`config.mk`:
```
export PLATFORM = sky130hd
export DESIGN_NAME = l2_miss_fsm
export DESIGN_NICKNAME = d
export VERILOG_FILES = /design/src/cache_l2_pkg.sv /design/src/l2_miss_fsm.sv
export VERILOG_INCLUDE_DIRS = /design/src
export SDC_FILE = /design/constraint.sdc
export NUM_CORES = 1
export LEC_CHECK = 0
export BUFFER_PORTS_ARGS = -buffer_cell sky130_fd_sc_hd__buf_2
export CORE_AREA = 3 3 319 321
export DETAILED_ROUTE_END_ITERATION = 16
export DIE_AREA = 0 0 322 324
export GPL_ROUTABILITY_DRIVEN = 0
export HOLD_SLACK_MARGIN = 0.1
export PLACE_DENSITY = 0.31
export SYNTH_ARGS = -nofsm -noshare
export SYNTH_HDL_FRONTEND = slang
export SYNTH_SLANG_ARGS = --single-unit
```
`constraint.sdc`:
```
create_clock -name clk -period 5.18 [get_ports clk]
set_input_delay 0 -clock clk [delete_from_list [all_inputs] [get_ports clk]]
set_output_delay 0 -clock clk [all_outputs]
set_load 0.005 [all_outputs]
```
`src/cache_l2_params.svh`:
```
`ifndef CACHE_L2_PARAMS_SVH
`define CACHE_L2_PARAMS_SVH

// L1 side word address and data
`define L2_ADDR_W      30
`define L2_WORD_W      32

// address split, tag | index | offset
`define L2_OFFSET_W    2
`define L2_INDEX_W     6
`define L2_TAG_W       22

// cache geometry
`define L2_LINES       64
`define L2_WORDS       4
`define L2_LINE_W      128

// memory side moves whole lines
`define L2_MEM_ADDR_W  28

`endif
```
`src/cache_l2_pkg.sv`:
```
`include "cache_l2_params.svh"

package cache_l2_pkg;

    // word address as seen from L1
    typedef struct packed {
        logic [`L2_TAG_W-1:0]    tag;
        logic [`L2_INDEX_W-1:0]  index;
        logic [`L2_OFFSET_W-1:0] offset;
    } l2_addr_t;

    // held by L1 until ready
    typedef struct packed {
        logic                   read;
        logic                   write;
        l2_addr_t               addr;
        logic [`L2_WORD_W-1:0]  wdata;
    } l2_req_t;

    // one line, seen flat on the memory side and as words on the L1 side
    typedef union packed {
        logic [`L2_LINE_W-1:0]                  flat;
        logic [`L2_WORDS-1:0][`L2_WORD_W-1:0]   words;
    } l2_line_u;

    // per-line state and tag
    typedef struct packed {
        logic                   valid;
        logic                   dirty;
        logic [`L2_TAG_W-1:0]   tag;
    } l2_meta_t;

    // line request towards memory
    typedef struct packed {
        logic                       read;
        logic                       write;
        logic [`L2_MEM_ADDR_W-1:0]  addr;
        l2_line_u                   wdata;
    } l2_mem_req_t;

endpackage

```
`src/l2_miss_fsm.sv`:
```
`timescale 1ns/1ps
`include "cache_l2_params.svh"

module l2_miss_fsm
    import cache_l2_pkg::*;
(
    input  logic                        clk,
    input  logic                        proc_reset,
    input  l2_req_t                     req,
    input  logic                        hit,
    input  l2_meta_t                    meta,
    input  l2_line_u                    line,
    input  l2_line_u                    merged_line,
    input  logic [`L2_MEM_ADDR_W-1:0]   victim_addr,
    output logic                        ready,
    output logic                        wr_en,
    output l2_meta_t                    wr_meta,
    output l2_line_u                    wr_line,
    output l2_mem_req_t                 mem_req,
    input  logic                        mem_ready,
    input  l2_line_u                    mem_rdata
);

    localparam logic [1:0] IDLE      = 2'd0;
    localparam logic [1:0] WRITEBACK = 2'd1;
    localparam logic [1:0] REFILL    = 2'd2;

    logic [1:0]  state_q;
    logic [1:0]  state_d;
    l2_mem_req_t mem_req_q;
    l2_mem_req_t mem_req_d;
    logic        req_active;

    assign req_active = req.read || req.write;
    assign mem_req    = mem_req_q;

    always_comb begin
        state_d   = state_q;
        mem_req_d = mem_req_q;
        ready     = 1'b0;
        wr_en     = 1'b0;
        wr_meta   = meta;
        wr_line   = line;

        case (state_q)
            IDLE: begin
                if (req_active && hit) begin
                    ready = 1'b1;
                    // write hit just marks the line dirty
                    if (req.write) begin
                        wr_en         = 1'b1;
                        wr_meta.dirty = 1'b1;
                        wr_line       = merged_line;
                    end
                end else if (req_active) begin
                    if (meta.valid && meta.dirty) begin
                        // victim goes out first
                        mem_req_d.read  = 1'b0;
                        mem_req_d.write = 1'b1;
                        mem_req_d.addr  = victim_addr;
                        mem_req_d.wdata = line;
                        state_d         = WRITEBACK;
                    end else begin
                        mem_req_d.read  = 1'b1;
                        mem_req_d.write = 1'b0;
                        mem_req_d.addr  = {req.addr.tag, req.addr.index};
                        state_d         = REFILL;
                    end
                end
            end

            WRITEBACK: begin
                if (mem_ready) begin
                    // victim now clean, idle sees a clean miss next
                    wr_en           = 1'b1;
                    wr_meta.dirty   = 1'b0;
                    mem_req_d.write = 1'b0;
                    state_d         = IDLE;
                end
            end

            REFILL: begin
                if (mem_ready) begin
                    // install valid and clean, request hits next cycle
                    wr_en          = 1'b1;
                    wr_meta.valid  = 1'b1;
                    wr_meta.dirty  = 1'b0;
                    wr_meta.tag    = req.addr.tag;
                    wr_line        = mem_rdata;
                    mem_req_d.read = 1'b0;
                    state_d        = IDLE;
                end
            end

            default: begin
                state_d         = IDLE;
                mem_req_d.read  = 1'b0;
                mem_req_d.write = 1'b0;
            end
        endcase
    end

    // control state
    always_ff @(posedge clk) begin
        if (proc_reset) begin
            state_q         <= IDLE;
            mem_req_q.read  <= 1'b0;
            mem_req_q.write <= 1'b0;
        end else begin
            state_q         <= state_d;
            mem_req_q.read  <= mem_req_d.read;
            mem_req_q.write <= mem_req_d.write;
        end
    end

    // memory request payload
    always_ff @(posedge clk) begin
        mem_req_q.addr  <= mem_req_d.addr;
        mem_req_q.wdata <= mem_req_d.wdata;
    end

endmodule

```
# == Word level (Yosys, flattened, before mapping) ==
# Cells that the tools add are included.
# totals
wordCells,54
output_inout_bits,312
inputBits,504
reg_bits,160
mem_count,0
latch_bits,0
romBits,0
ram_bits,0
# classes
muxes,29
n_bitwise,3
eq_ne,7
shifts,0
n_mul,0
add_sub_neg,0
div,0
order_cmp,0
n_reduce_logical,10
# ops
cell,n
128-bit 2-to-1 mux,4
158-bit 2-to-1 mux,2
128-bit one-hot mux with 2 select lines,1
30-bit 2-to-1 mux,1
24-bit 2-to-1 mux,1
22-bit 2-to-1 mux,1
4-bit AND reduction,3
1-bit 2-to-1 mux,10
1-bit one-hot mux with 3 select lines,3
2-bit 2-to-1 mux,4
"2-bit != test, second input constant",4
3-bit AND reduction,2
2-bit one-hot mux with 2 select lines,1
1-bit inverter,3
"2-bit by 1-bit equality test with 1-bit output, second input constant",1
"2-bit equality test, second input constant",1
1-bit logical AND,2
2-bit logical NOT,1
"2-bit by 1-bit != test with 1-bit output, second input constant",1
1-bit one-hot mux with 2 select lines,1
2-bit OR reduction,1
1-bit logical OR,1

# == Depth between registers and ports, before layout ==
# depth
depth_word,5
ltp_mapped,9

# == Worst setup path before layout ==
# No wires, ideal clock.
# synth_timing
path_kind,flip-flop to flip-flop
start,register state_q[0]
end,"register mem_req_q, in the netlist mem_req[0] (enable)"
t_arrival_ns,3.770
slack_ns,0.929
n_path_buf,2
synth_period_minus_slack_ns,4.251
path_stages_with_launch,8
setup_time_ns,0.481
cell_sequence,dfxtp_1 > inv_1 > ha_1 > buf_4 > inv_2 > buf_6 > or3_4 > inv_1
# synth_via
elab_chain_len,2
# synth_rtl
item,line_no,rtl
start: declaration,l2_miss_fsm.sv:28,logic [1:0] state_q;
start signal: assignment,l2_miss_fsm.sv:110,state_q <= state_d;
2-bit logical NOT,l2_miss_fsm.sv:45,case (state_q)
4-bit AND reduction (no source line),-,
end: declaration,l2_miss_fsm.sv:30,l2_mem_req_t mem_req_q;
# No other way between the ends.
# A chain may end at the register's enable or synchronous reset.

==> impl_metrics.env <==
export IMPL_hold_viol=0
export IMPL_cp_cell_sequence="inv_1, ha_1, mux2i_4, buf_4, a22oi_1, o21ai_0, buf_2"
export IMPL_worstPathMaxFanout=45
export IMPL_synth_area_per_cell_sq_um=12.9
export IMPL_cts_tree="done"
export IMPL_status="complete, no violations"
export IMPL_crit_path_end_kind="output port"
export IMPL_crit_path_top_delay_cell="buf_4"
export IMPL_synthDistinctLibCells=33
export IMPL_clock_path_buffers=2
export IMPL_cts_resized_gates=0
export IMPL_synthTopCellsByArea="edfxtp_1 50%, mux2i_1 14%, mux2_2 8.6%"
export IMPL_ys_ff_latch=160
export IMPL_yosys_area_share_adder_pct=0.671
export IMPL_required_ps=5180
export IMPL_chipHeight_um=324
export IMPL_rsz0062_at_grt="false"
export IMPL_start_kind="flop"
export IMPL_critical_path_buf_inv_count=3
export IMPL_yosys_area_share_simple_pct=1.31
export IMPL_first_iter_violations=344
export IMPL_min_period_over_period_pct=59.6
export IMPL_p_leak_nw=7.51
export IMPL_synth_top_area_cell="edfxtp_1"
export IMPL_cpLargestDelayFamily="buffers and inverters"
export IMPL_wl_per_cell_um=19.1
export IMPL_cellPowerDensity_nw_per_um2=246
export IMPL_synth_compound_area_share_pct=19.7
export IMPL_maxCapViolCount=0
export IMPL_dr_pass1_iters=4
export IMPL_finalNonFillerCells=2972
export IMPL_grt_max_degree=79
export IMPL_setup_tns_final_ps=0
export IMPL_fin_nets=2167
export IMPL_cts_setup_buffers=0
export IMPL_path_clk_slew_ps=70
export IMPL_start_util_pct=9.37
export IMPL_fin_area_sq_um=17100
export IMPL_core_sq_um=99600
export IMPL_grt_pass1_wl_um=76300
export IMPL_grtUsageTotal_pct=10.2
export IMPL_dp_hpwl_um=45400
export IMPL_synth_top_family_by_area="multiplexers"
export IMPL_vias_per_cell=3.50
export IMPL_synth_mux_area_share_pct=22.6
export IMPL_slew_violations=0
export IMPL_die_w_um=322
export IMPL_port_buffers=781
export IMPL_area_delta_synth_final_pct=83.5
export IMPL_wirelength_um=56800
export IMPL_cts_root_buf="clkbuf_16"
export IMPL_ant_nets=0
export IMPL_drc_errors=0
export IMPL_routed_via_count=10400
export IMPL_synth_nets=1233
export IMPL_cts_sinks=160
export IMPL_setup_viol=0
export IMPL_hold_buffers=187
export IMPL_dieArea_sq_um=104000
export IMPL_placed_area_sq_um=14600
export IMPL_synth_xor_area_share_pct=0
export IMPL_cts_buffers=17
export IMPL_grt_overflow=0
export IMPL_yosysWarningCount=0
export IMPL_worstSkewPairLatency_ps=500
export IMPL_arrival_ps=3090
export IMPL_synthTopCellsByCount="156 x edfxtp_1, 128 x mux2i_1, 100 x a22oi_1, 99 x o21ai_1, 71 x mux2_2"
export IMPL_fin_worst_skew_ps=15.2
export IMPL_max_stage_delay_ps=560
export IMPL_synth_most_common_cell="edfxtp_1"
export IMPL_dpl_cell_count=2750
export IMPL_criticalPathCategory="flop to output port"
export IMPL_drive_above_1_share_pct=55.7
export IMPL_synth_edf_count=156
export IMPL_antenna_found_initial=10
export IMPL_cts_max_level=4
export IMPL_max_freq_mhz=324
export IMPL_netlist_instances=724
export IMPL_synth_area_sq_um=9330
export IMPL_synth_top_cell_area_share_pct=50.2
export IMPL_worst_pin_slew_ps=1110
export IMPL_yosysSeqAreaShare_pct=51.1
export IMPL_min_delay_path_class="primary input to flop"
export IMPL_ios=816
export IMPL_rows=116
export IMPL_max_slew_margin_pct=26.0
export IMPL_vdd_ir_drop_max_mv=0.213
export IMPL_first_global_vias=10700
export IMPL_finalCriticalPeriod_ps=3090
export IMPL_synthFlopType="edfxtp_1"
export IMPL_async_flop_share_pct=0
==> where the power goes <==
part | total, mW | internal, mW | switching [mW]
combinational | 1.30 | 0.598 | 0.704
clock | 1.41 | 0.803 | 0.612
sequential | 1.49 | 1.48 | 0.0124
==> registers in the layout (all words and copies together), names as in the netlist <==
register	cells
mem_req	158
state_q	2
==> per-layer routing <==
metal	routed length, um	up-vias	global-route usage (%)
li1	-	4783	-
met2	29200	488	18.5
met1	21900	5051	11.0
met3	4280	56	3.36
met5	63	-	0
met4	1350	10	3.85
==> kinds of logic (layout without fill, tap and decap cells) <==
logic type,after synthesis,count (layout)
flip-flops,160,160
AND/OR/NAND/NOR,20,20
buffers and inverters,70,1017
other,0,3
adder cells (fa/ha/maj),5,5
AO/OA/AOI/OAI,269,269
multiplexers,200,200
==> path summary, 6_finish.rpt <==
check	from	endpoint	slack [ps]	cells past startpoint
worst max-delay path	state_q[1]$_SDFFE_PP0P_	wr_line[126]	2090	7
worst min register to register	mem_req[157]$_SDFFE_PP0P_	mem_req[157]$_SDFFE_PP0P_	550	2
worst min-delay path	req[62]	state_q[1]$_SDFFE_PP0P_	210	4
worst max register to register	state_q[0]$_SDFFE_PP0P_	mem_req[47]$_DFFE_PP_	2320	6
==> per-stage QoR <==
stage               setup slack, ps  hold slack, ps  utilization, %  power [mW]
floorplan                       929            87.4               -        2.02
global placement               2260             208            14.7        2.73
detailed placement             2280             207            14.7        2.74
CTS                            2010             126            17.2        4.35
global route                   1910             201            17.2        4.46
finish                         2090             215            17.2        4.21
==> cells in the final DEF (no fill, tap or decap), types with 2 or more instances in the layout <==
cell,synthesis,final
nand4b_1,2,2
clkbuf_16,0,17
a22oi_1,100,100
ha_1,5,5
mux2i_1,128,128
inv_6,0,3
dlygate4sd3_1,0,187
mux2_2,71,71
clkinv_4,0,3
nor2b_1,5,5
o32ai_1,2,2
a22oi_2,28,28
clkinv_1,0,4
dfxtp_1,4,4
inv_1,3,2
o21ai_1,99,99
buf_4,4,9
buf_12,0,4
o211ai_1,2,2
bufinv_16,0,4
edfxtp_1,156,156
nor2_1,4,2
o21bai_1,3,3
o21ai_0,31,31
diode_2,0,3
buf_2,22,781
or3_1,2,2
==> final cells by class <==
cell class                 count  area (sq um)
timing repair buffer         981          5930
sequential                   160          4760
fill                       11200         82500
tap                         1298          1620
inverter                       4          22.5
multi-input combinational    494          4150
antenna                        3          7.51
clock inverter                15           191
clock buffer                  17           425
==> tightest hold or removal path, cell delays in order <==
cell	delay (ps)
buf_2	140
o21bai_1	170
a21oi_1	240
o32ai_1	90
Note: power is estimated with default switching activity, not from simulation.
