### config.mk
export PLATFORM = sky130hd
export DESIGN_NAME = l2_lookup
export DESIGN_NICKNAME = d
export VERILOG_FILES = /design/src/cache_l2_pkg.sv /design/src/l2_lookup.sv
export VERILOG_INCLUDE_DIRS = /design/src
export SDC_FILE = /design/constraint.sdc
export NUM_CORES = 1
export LEC_CHECK = 0
export BUFFER_PORTS_ARGS = -buffer_cell sky130_fd_sc_hd__buf_2
export CAP_MARGIN = 20
export CORE_AREA = 2 2 162 164
export DETAILED_ROUTE_END_ITERATION = 10
export DIE_AREA = 0 0 164 166
export SETUP_SLACK_MARGIN = 0.4
export SYNTH_ARGS = -nofsm -noshare
export SYNTH_HDL_FRONTEND = slang
export SYNTH_SLANG_ARGS = --single-unit
### constraint.sdc
create_clock -name vclk -period 1.4
set_input_delay 0 -clock vclk [all_inputs]
set_output_delay 0 -clock vclk [all_outputs]
set_load 0.005 [all_outputs]
### src/cache_l2_params.svh
`ifndef CACHE_L2_PARAMS_SVH
`define CACHE_L2_PARAMS_SVH

// L1 side word address and data
`define L2_ADDR_W      30
`define L2_WORD_W      32

// address split, tag | index | offset
`define L2_OFFSET_W    2
`define L2_INDEX_W     6
`define L2_TAG_W       22

// cache geometry
`define L2_LINES       64
`define L2_WORDS       4
`define L2_LINE_W      128

// memory side moves whole lines
`define L2_MEM_ADDR_W  28

`endif
### src/cache_l2_pkg.sv
`include "cache_l2_params.svh"

package cache_l2_pkg;

    // word address as seen from L1
    typedef struct packed {
        logic [`L2_TAG_W-1:0]    tag;
        logic [`L2_INDEX_W-1:0]  index;
        logic [`L2_OFFSET_W-1:0] offset;
    } l2_addr_t;

    // held by L1 until ready
    typedef struct packed {
        logic                   read;
        logic                   write;
        l2_addr_t               addr;
        logic [`L2_WORD_W-1:0]  wdata;
    } l2_req_t;

    // one line, seen flat on the memory side and as words on the L1 side
    typedef union packed {
        logic [`L2_LINE_W-1:0]                  flat;
        logic [`L2_WORDS-1:0][`L2_WORD_W-1:0]   words;
    } l2_line_u;

    // per-line state and tag
    typedef struct packed {
        logic                   valid;
        logic                   dirty;
        logic [`L2_TAG_W-1:0]   tag;
    } l2_meta_t;

    // line request towards memory
    typedef struct packed {
        logic                       read;
        logic                       write;
        logic [`L2_MEM_ADDR_W-1:0]  addr;
        l2_line_u                   wdata;
    } l2_mem_req_t;

endpackage

### src/l2_lookup.sv
`timescale 1ns/1ps
`include "cache_l2_params.svh"

module l2_lookup
    import cache_l2_pkg::*;
(
    input  l2_req_t                     req,
    input  l2_meta_t                    meta,
    input  l2_line_u                    line,
    output logic [`L2_INDEX_W-1:0]      index,
    output logic                        hit,
    output logic [`L2_WORD_W-1:0]       rdata,
    output l2_line_u                    merged_line,
    output logic [`L2_MEM_ADDR_W-1:0]   victim_addr
);

    logic tag_match;

    assign index     = req.addr.index;
    assign tag_match = (meta.tag == req.addr.tag);

    // a hit needs a valid line with the same tag
    assign hit = meta.valid && tag_match;

    // word select for reads
    assign rdata = line.words[req.addr.offset];

    // write word dropped into the stored line
    always_comb begin
        merged_line = line;
        merged_line.words[req.addr.offset] = req.wdata;
    end

    // line address of whatever currently sits at this index
    assign victim_addr = {meta.tag, req.addr.index};

endmodule

# [Word-level counts from Yosys, hierarchy flattened]
# Index checks and enable logic that the tools add are counted.
[word_totals] register_bits=0 inputBits=216 output_inout_bits=195
[op_classes] n_lt_le_gt_ge=2 eq_ne=1 muxes=5 n_reduce_logical=2
[op_table] operator="bitwise mux 128 bit" count=1
[op_table] operator="binary-select mux 32 bit (select 2 bit)" count=1
[op_table] operator="demux 32 bit (select 2 bit)" count=1
[op_table] operator="two-way mux 32 bit" count=2
[op_table] operator="equality test 22 bit" count=1
[op_table] operator="< comparator 2 x 3 -> 1 bit, second input constant" count=1
[op_table] operator=">= comparator 2 x 1 -> 1 bit, second input constant" count=1
[op_table] operator="logical AND 1 bit" count=2

# [Depth between registers and ports, before layout]
# Gate-level depths: netlist (run 1).
[logic_depth] depth_word=5 ltp_mapped=5 mapped_depth_nobuf=4

# [Least setup slack after synthesis (run 1)]
# No wires, ideal clock.
[synth_path] path_type="in2out" from="input port req[33] (netlist name)" to="output port merged_line[12] (netlist name)" t_arrival_ns=0.838 path_slack_ns=0.562 path_stages=4 path_buffers=2 cell_sequence="buf_6 -> nor2_2 -> buf_4 -> mux2_2"
[synth_rtl] element="from (decl)" line_no="l2_lookup.sv:7" rtl="input l2_req_t req,"
[synth_rtl] element="to (decl)" line_no="l2_lookup.sv:13" rtl="output l2_line_u merged_line,"

==> flow_summary.toml, run 1 <==
[run_status]
outcome = "completed"

[drt]
drt_iter0_markers = 150
viasPerCell = 3.94
detailedRoute.firstPassIterationCount = 4
drc_errors = 0
antenna_left = 0
wl_per_cell_um = 18.6
route.vias.total = 3778
drt_wl_total_mm = 17.8

[sta]
finalCritPeriodShare_pct = 75.0
relSlewSlack_pct = 81.8
rsz0062_at_grt = "yes"
fmax_mhz = 953
setup_viol = 0
finalHoldViolations = 0
final-max-slew-violation-count = 0
setup_slack_ns = 0.350
tightestPinTransition_ns = 0.271
finalCriticalPeriod_ns = 1.05
tns_ns = 0

[power_and_ir_drop]
power.density_mw_per_mm2 = 356
p_leak_nw = 3.22
peakVddDrop_uv = 148

[setup_path]
worstSetupEndpointType = "output port"
path_class = "input port to output port"
start_kind = "input port"
required_ns = 1.40
arrival_ns = 1.05
crit_fanout = 9

[global_route]
grt_use_total_pct = 10.4
grt_overflow = 0
first_global_vias = 3677
grt_max_degree = 22
antenna_found_initial = 0
grt_pass1_wl_mm = 21.9

[placed_design]
dp.cells = 931
pre_cts_slack_ns = 0.162
hpwl_mm = 13.0
gp_congestion = 0.883
numPortBuffers = 390

[synthesis]
synthMostInstantiatedCell = "mux2_2"
syn-cell-area_mm2 = 0.00312
synthesis.nets = 466
synth_top_area_share_pct = 28.9
ys_types = 15
yosys_warnings = 0
postSynthCellCount = 250
yosysTopAreaCell = "mux2_4"
synthTopCellsByArea = "mux2_4 (29%), mux2_2 (24%), mux4_2 (23%)"
ys_top_cells_by_count = "mux2_2 (66), mux2_4 (60), buf_4 (37)"
synth-seq-area-share_pct = 0
syn_avg_cell_area_um2 = 12.5

[layout]
finalNonFillerCells = 959
seq_area_um2 = 0
drive_above_1_share_pct = 95.2
clockBufferCount = 0
diodes = 0
layout.nets = 842
flops_and_latches = 0
synthToLayoutAreaGrowth_pct = 102
fillers = 2762

[worst_hold_path]
hold_start = "req[34]"
hold_path_class = "input port to output port"
whs_path_depth = 0
whs_endpoint = "victim_addr[0]"

[die]
rows = 59
boundaryPins = 411
dieWidth_um = 164
die_h_um = 166
start_util_pct = 12.2
core_mm2 = 0.0256
die_area_mm2 = 0.0272

[flow_run]
cap_violations = 0
worst max-delay path by stage:
stage / startpoint / end / slack (ns) / cells after the start
2_1_floorplan: req[33] / merged_line[12] / 0.56 / 4
3_3_place_gp: req[32] / merged_line[81] / 0.18 / 5
3_5_place_dp: req[32] / merged_line[82] / 0.16 / 5
4_1_cts: req[52] / hit / 0.36 / 6
5_1_grt: req[52] / hit / 0.31 / 6
6_report: req[32] / merged_line[2] / 0.35 / 6
kinds of logic (layout without fill, tap and decap cells):
logic type	after synthesis	count (layout)	synth area share, %
multiplexers	160	160	76.5
AND/OR/NAND/NOR	12	12	2.73
XOR/XNOR	22	22	6.18
buffers and inverters	56	430	14.6
power by group:
group | leakage, nW | switching [W] | internal, W
clock | 0 | 0 | 0
combinational | 3.22 | 0.000861 | 0.00138
sequential | 0 | 0 | 0
stage by stage:
step	power, W	utilization (%)	hold slack [ns]	cell area, um2
after floorplan	0.000927	-	0.0808	3120
after global placement	0.00178	20.5	0.0000591	5260
after detailed placement	0.00180	20.5	0.0000591	5260
after CTS	0.00199	22.2	0.0000591	5680
after global routing	0.00237	24.6	0.0000245	6300
final	0.00224	24.6	0.00000260	6300
layout make-up:
class | instances | area [um2] | share of cell area, %
multi-input combinational | 194 | 2720 | 43.2
tap | 335 | 419 | 6.66
timing repair buffer | 430 | 3160 | 50.1
placed cells by master, fill, tap and decap left out:
cell type  Yosys  layout
buf_12         0      15
buf_16         0       8
buf_2          6     330
buf_4         37       2
buf_6         13      66
clkbuf_16      0       9
mux2_1         2       2
mux2_2        66      56
mux2_4        60      70
mux4_2        32      32
nand2_2        0       1
nand2b_4       2       2
nand4_1        3       3
nor2_4         0       1
nor3_1         2       1
nor3_2         0       1
nor4_1         3       2
nor4_2         0       1
xnor2_1        7       7
xor2_1        15      15
critical path: stages:
cell       delay (ns)
clkbuf_16        0.15
nor2_4           0.13
buf_6            0.13
clkbuf_16        0.17
mux2_2           0.33
buf_2            0.13
per-layer routing:
| metal | vias up | share of wire [%] | GRT usage (%) |
|---|---|---|---|
| met5 | - | 0 | 0 |
| met4 | 0 | 2.4 | 1.60 |
| met3 | 26 | 8.2 | 1.35 |
| met2 | 242 | 49 | 19.0 |
| met1 | 1804 | 40 | 13.0 |
| li1 | 1706 | - | - |
repair_timing:
item | in CTS | in global routing
buffers inserted | 8 | 4
setup endpoints to repair | 153 | 87
gates cloned | 6 | 10
pin swaps | 1 | 1
resized for setup | 38 | 57
hold buffers | 0 | 0
Note: power is estimated with default switching activity, not from simulation.
==> run 2: changes to the inputs <==
--- a/config.mk
+++ b/config.mk
@@ -6,11 +6,12 @@
 export SDC_FILE = /design/constraint.sdc
 export NUM_CORES = 1
 export LEC_CHECK = 0
+export ABC_AREA = 1
 export BUFFER_PORTS_ARGS = -buffer_cell sky130_fd_sc_hd__buf_2
 export CAP_MARGIN = 20
-export CORE_AREA = 2 2 162 164
+export CORE_AREA = 2 2 161 163
 export DETAILED_ROUTE_END_ITERATION = 10
-export DIE_AREA = 0 0 164 166
+export DIE_AREA = 0 0 163 165
 export SETUP_SLACK_MARGIN = 0.4
 export SYNTH_ARGS = -nofsm -noshare
 export SYNTH_HDL_FRONTEND = slang
==> constraint.sdc (replaced) <==
create_clock -name vclk -period 1.1
set_input_delay 0 -clock vclk [all_inputs]
set_output_delay 0 -clock vclk [all_outputs]
set_load 0.005 [all_outputs]
==> flow_summary.toml, run 2 <==
[sta]
fmax_mhz = 1070
rsz0062_at_grt = "yes"
tightestPinTransition_ns = 0.415
finalCritPeriodShare_pct = 84.7
setup_viol = 0
finalCriticalPeriod_ns = 0.931
whs_ns = 0.0000143
final-max-slew-violation-count = 0
relSlewSlack_pct = 72.4
finalHoldViolations = 0
setup_slack_ns = 0.169
tns_ns = 0

[drt]
drt_wl_total_mm = 21.7
route.vias.total = 5892
wl_per_cell_um = 16.5
viasPerCell = 4.48
drt_iter0_markers = 432
drc_errors = 0
antenna_left = 0
detailedRoute.firstPassIterationCount = 8

[setup_path]
path_cells = "buf_12, nor2_4, buf_6, bufbuf_16, a21oi_1, buf_2"
arrival_ns = 0.93
start_kind = "input port"
crit_family = "buffers and inverters"
cp_slowest_stage_delay_ns = 0.28
crit_buf_inv = 4
path_class = "input port to output port"
required_ns = 1.10
crit_fanout = 6
worstSetupEndpointType = "output port"
critPathSlowestCell = "bufbuf_16"

[die]
core_mm2 = 0.0250
dieWidth_um = 163
rows = 58
start_util_pct = 12.0
boundaryPins = 411
die_area_mm2 = 0.0269
die_h_um = 165

[synthesis]
yosysTopAreaCell = "nand2_1"
syn-cell-area_mm2 = 0.00300
synthTopCellsByArea = "nand2_1 (18%), nand3_1 (16%), o21ai_0 (11%)"
yosys_warnings = 0
syn_avg_cell_area_um2 = 4.87
ys_top_cells_by_count = "nand2_1 (145), nand3_1 (97), inv_1 (69)"
postSynthCellCount = 616
ys_types = 21
synthesis.nets = 832
synth_top_area_share_pct = 18.1
synthMostInstantiatedCell = "nand2_1"
synth-seq-area-share_pct = 0

[worst_hold_path]
hold_path_class = "input port to output port"

[placed_design]
pre_cts_slack_ns = -0.0216
numPortBuffers = 390
hpwl_mm = 15.2
dp.cells = 1284
gp_congestion = 0.826

[global_route]
grt_max_degree = 39
grt_pass1_wl_mm = 29.1
grt_overflow = 0
first_global_vias = 5291
grt_use_total_pct = 14.0
antenna_found_initial = 1

[layout]
fillers = 2838
synthToLayoutAreaGrowth_pct = 106
drive_above_1_share_pct = 53.7
finalNonFillerCells = 1316
final_cell_mix = "buf_2 (382), nand2_1 (121), nand3_1 (95)"
mostFrequentLayoutCell = "buf_2"
seq_area_um2 = 0
clockBufferCount = 0
layout.nets = 1204
diodes = 0
flops_and_latches = 0

[power_and_ir_drop]
peakVddDrop_uv = 172
total_power_w = 0.00278
p_leak_nw = 3.47
power.density_mw_per_mm2 = 450

[run_status]
outcome = "completed"

[flow_run]
cap_violations = 0
-- run 2: power by group --
part	total (W)	leakage (nW)	switching, W	internal, W
registers	0	0	0	0
logic	0.00278	3.47	0.00144	0.00134
clock network	0	0	0	0
total	0.00278	3.47	0.00144	0.00134
-- run 2: area by class of cell --
class | instances | area, um2 | area share, %
Timing Repair Buffer | 449 | 2980 | 48.1
Tap cell | 330 | 413 | 6.67
Multi-Input combinational cell | 466 | 2520 | 40.8
Inverter | 71 | 277 | 4.47
-- run 2: logic make-up (layout without fill, tap and decap cells) --
group	after synthesis	after routing	synth area share, %
simple gates	297	298	42.3
buf+inv	151	520	26.5
compound gates	167	167	30.9
xor+xnor	1	1	0.292
-- run 2: stage by stage --
stage / utilization, % / area (um2)
final: 24.7 / 6190
after global routing: 24.7 / 6190
after detailed placement: 20.5 / 5140
after CTS: 23.7 / 5920
after global placement: 20.5 / 5140
after floorplan: - / 3000
-- run 2: path summary, 6_finish.rpt --
check  cells past startpoint    start  slack (ns)        endpoint
min                        0  req[35]     0.00001  victim_addr[1]
max                        6  req[32]        0.17  merged_line[1]
-- run 2: timing repair --
item                                    4_1_cts  5_1_grt
setup buffers                                14        4
hold buffers                                  0        0
endpoints found under the setup margin      161      160
pin swaps                                     5       17
gates cloned                                 12        2
resized for setup                           117       55
-- run 2: per-layer routing --
metal / share of wire [%] / vias to the layer above / GRT usage, %
met3: 8.4 / 64 / 1.73
li1: - / 2756 / -
met4: 3.3 / 0 / 4.63
met2: 48 / 417 / 24.6
met1: 41 / 2655 / 17.7
met5: 0 / - / 0
==> run 3: changes to the inputs <==
==> constraint.sdc (replaced) <==
create_clock -name vclk -period 0.9
set_input_delay 0 -clock vclk [all_inputs]
set_output_delay 0 -clock vclk [all_outputs]
set_load 0.005 [all_outputs]
==> flow_summary.toml, run 3 (synthesis results as in run 2) <==
[worst_hold_path]
hold_path_class = "input port to output port"

[sta]
setup_viol = 87
setup_slack_ns = -0.123
final-max-slew-violation-count = 0
rsz0062_at_grt = "yes"
finalCritPeriodShare_pct = 114
tightestPinTransition_ns = 0.364
relSlewSlack_pct = 75.7
fmax_mhz = 977
finalHoldViolations = 0
finalCriticalPeriod_ns = 1.02

[run_status]
violations = "setup timing"
outcome = "finished with violations"

[layout]
mostFrequentLayoutCell = "buf_2"
drive_above_1_share_pct = 64.7
layout.nets = 1232
clockBufferCount = 0
fillers = 2773
flops_and_latches = 0
finalInstanceArea_mm2 = 0.00718
seq_area_um2 = 0
synthToLayoutAreaGrowth_pct = 139
final_cell_mix = "buf_2 (382), nand2_1 (98), nand3_1 (95)"
diodes = 0

[die]
rows = 58
die_area_mm2 = 0.0269
start_util_pct = 12.0
dieWidth_um = 163
core_mm2 = 0.0250
boundaryPins = 411
die_h_um = 165

[setup_path]
arrival_ns = 1.02
required_ns = 0.90
critPathSlowestCell = "nor2_4"
crit_buf_inv = 4
crit_fanout = 8
path_cells = "buf_12, nor2_4, buf_12, buf_8, nor2_4, a21oi_2, buf_2"
crit_family = "buffers and inverters"
cp_slowest_stage_delay_ns = 0.22
start_kind = "input port"
worstSetupEndpointType = "output port"
path_class = "input port to output port"

[placed_design]
place_area_mm2 = 0.00558
numPortBuffers = 390
hpwl_mm = 16.8
gp_congestion = 0.870
pre_cts_slack_ns = -0.198

[power_and_ir_drop]
clkPwrFrac_pct = 0
switching_share_pct = 51.5
p_leak_nw = 3.85
internal_power_w = 0.00195
peakVddDrop_uv = 393
seqPwrFrac_pct = 0
p_sw_w = 0.00207
comb_power_share_pct = 100.0
power.density_mw_per_mm2 = 560

[drt]
route.vias.total = 6091
viasPerCell = 4.53
detailedRoute.firstPassIterationCount = 5
wl_per_cell_um = 17.8
drc_errors = 0
antenna_left = 0
drt_iter0_markers = 420
drt_wl_total_mm = 23.9

[global_route]
grt_pass1_wl_mm = 29.9
grt_overflow = 0
grt_max_degree = 38
first_global_vias = 5297
antenna_found_initial = 1
grt_use_total_pct = 14.4

[clock_tree]
cts_hold_buf = 0

[flow_run]
cap_violations = 0
## run 3: power groups by stage
stage	sequential [W]	clock [W]	combinational, W
final	0	0	0.00402
after global routing	0	0	0.00432
after CTS	0	0	0.00362
after detailed placement	0	0	0.00304
after global placement	0	0	0.00303
after floorplan	0	0	0.00153
## run 3: final timing paths
path | from | to | cells past startpoint
setup / recovery | req[32] | merged_line[22] | 7
hold / removal | req[35] | victim_addr[1] | 0
## run 3: routing by layer
metal,part of all wire (%),wire (um),up-vias,global-route usage [%]
li1,-,-,2830,-
met1,40,9540,2798,17.7
met2,49,11700,394,26.3
met3,8.0,1910,67,1.51
met4,3.3,787,2,4.38
met5,0.075,18,-,0
## run 3: layout make-up
class | count | area (um2) | area share [%]
well taps | 330 | 413 | 5.75
repair buffers | 475 | 3420 | 47.6
inverters | 71 | 282 | 3.92
multi-input cells | 468 | 3070 | 42.8
## run 3: per-stage QoR
step / power, W / TNS [ns] / instances / hold slack [ns] / util [%]
floorplan: 0.00153 / 0 / 616 / 0.0808 / -
global placement: 0.00303 / -9.79 / 1300 / 0.0000554 / 22.3
detailed placement: 0.00304 / -13.30 / 1300 / 0.0000554 / 22.3
CTS: 0.00362 / -2.48 / 1323 / 0.0000554 / 26.1
global route: 0.00432 / -9.48 / 1344 / 0.0000581 / 28.7
finish: 0.00402 / -4.19 / 1344 / 0.00000557 / 28.7
## run 3: timing repair
| item | 4_1_cts | 5_1_grt |
|---|---|---|
| endpoints found under the setup margin | 161 | 161 |
| gates resized for setup | 142 | 74 |
| cloned | 11 | 13 |
| pin swaps | 11 | 18 |
| setup buffers | 12 | 8 |
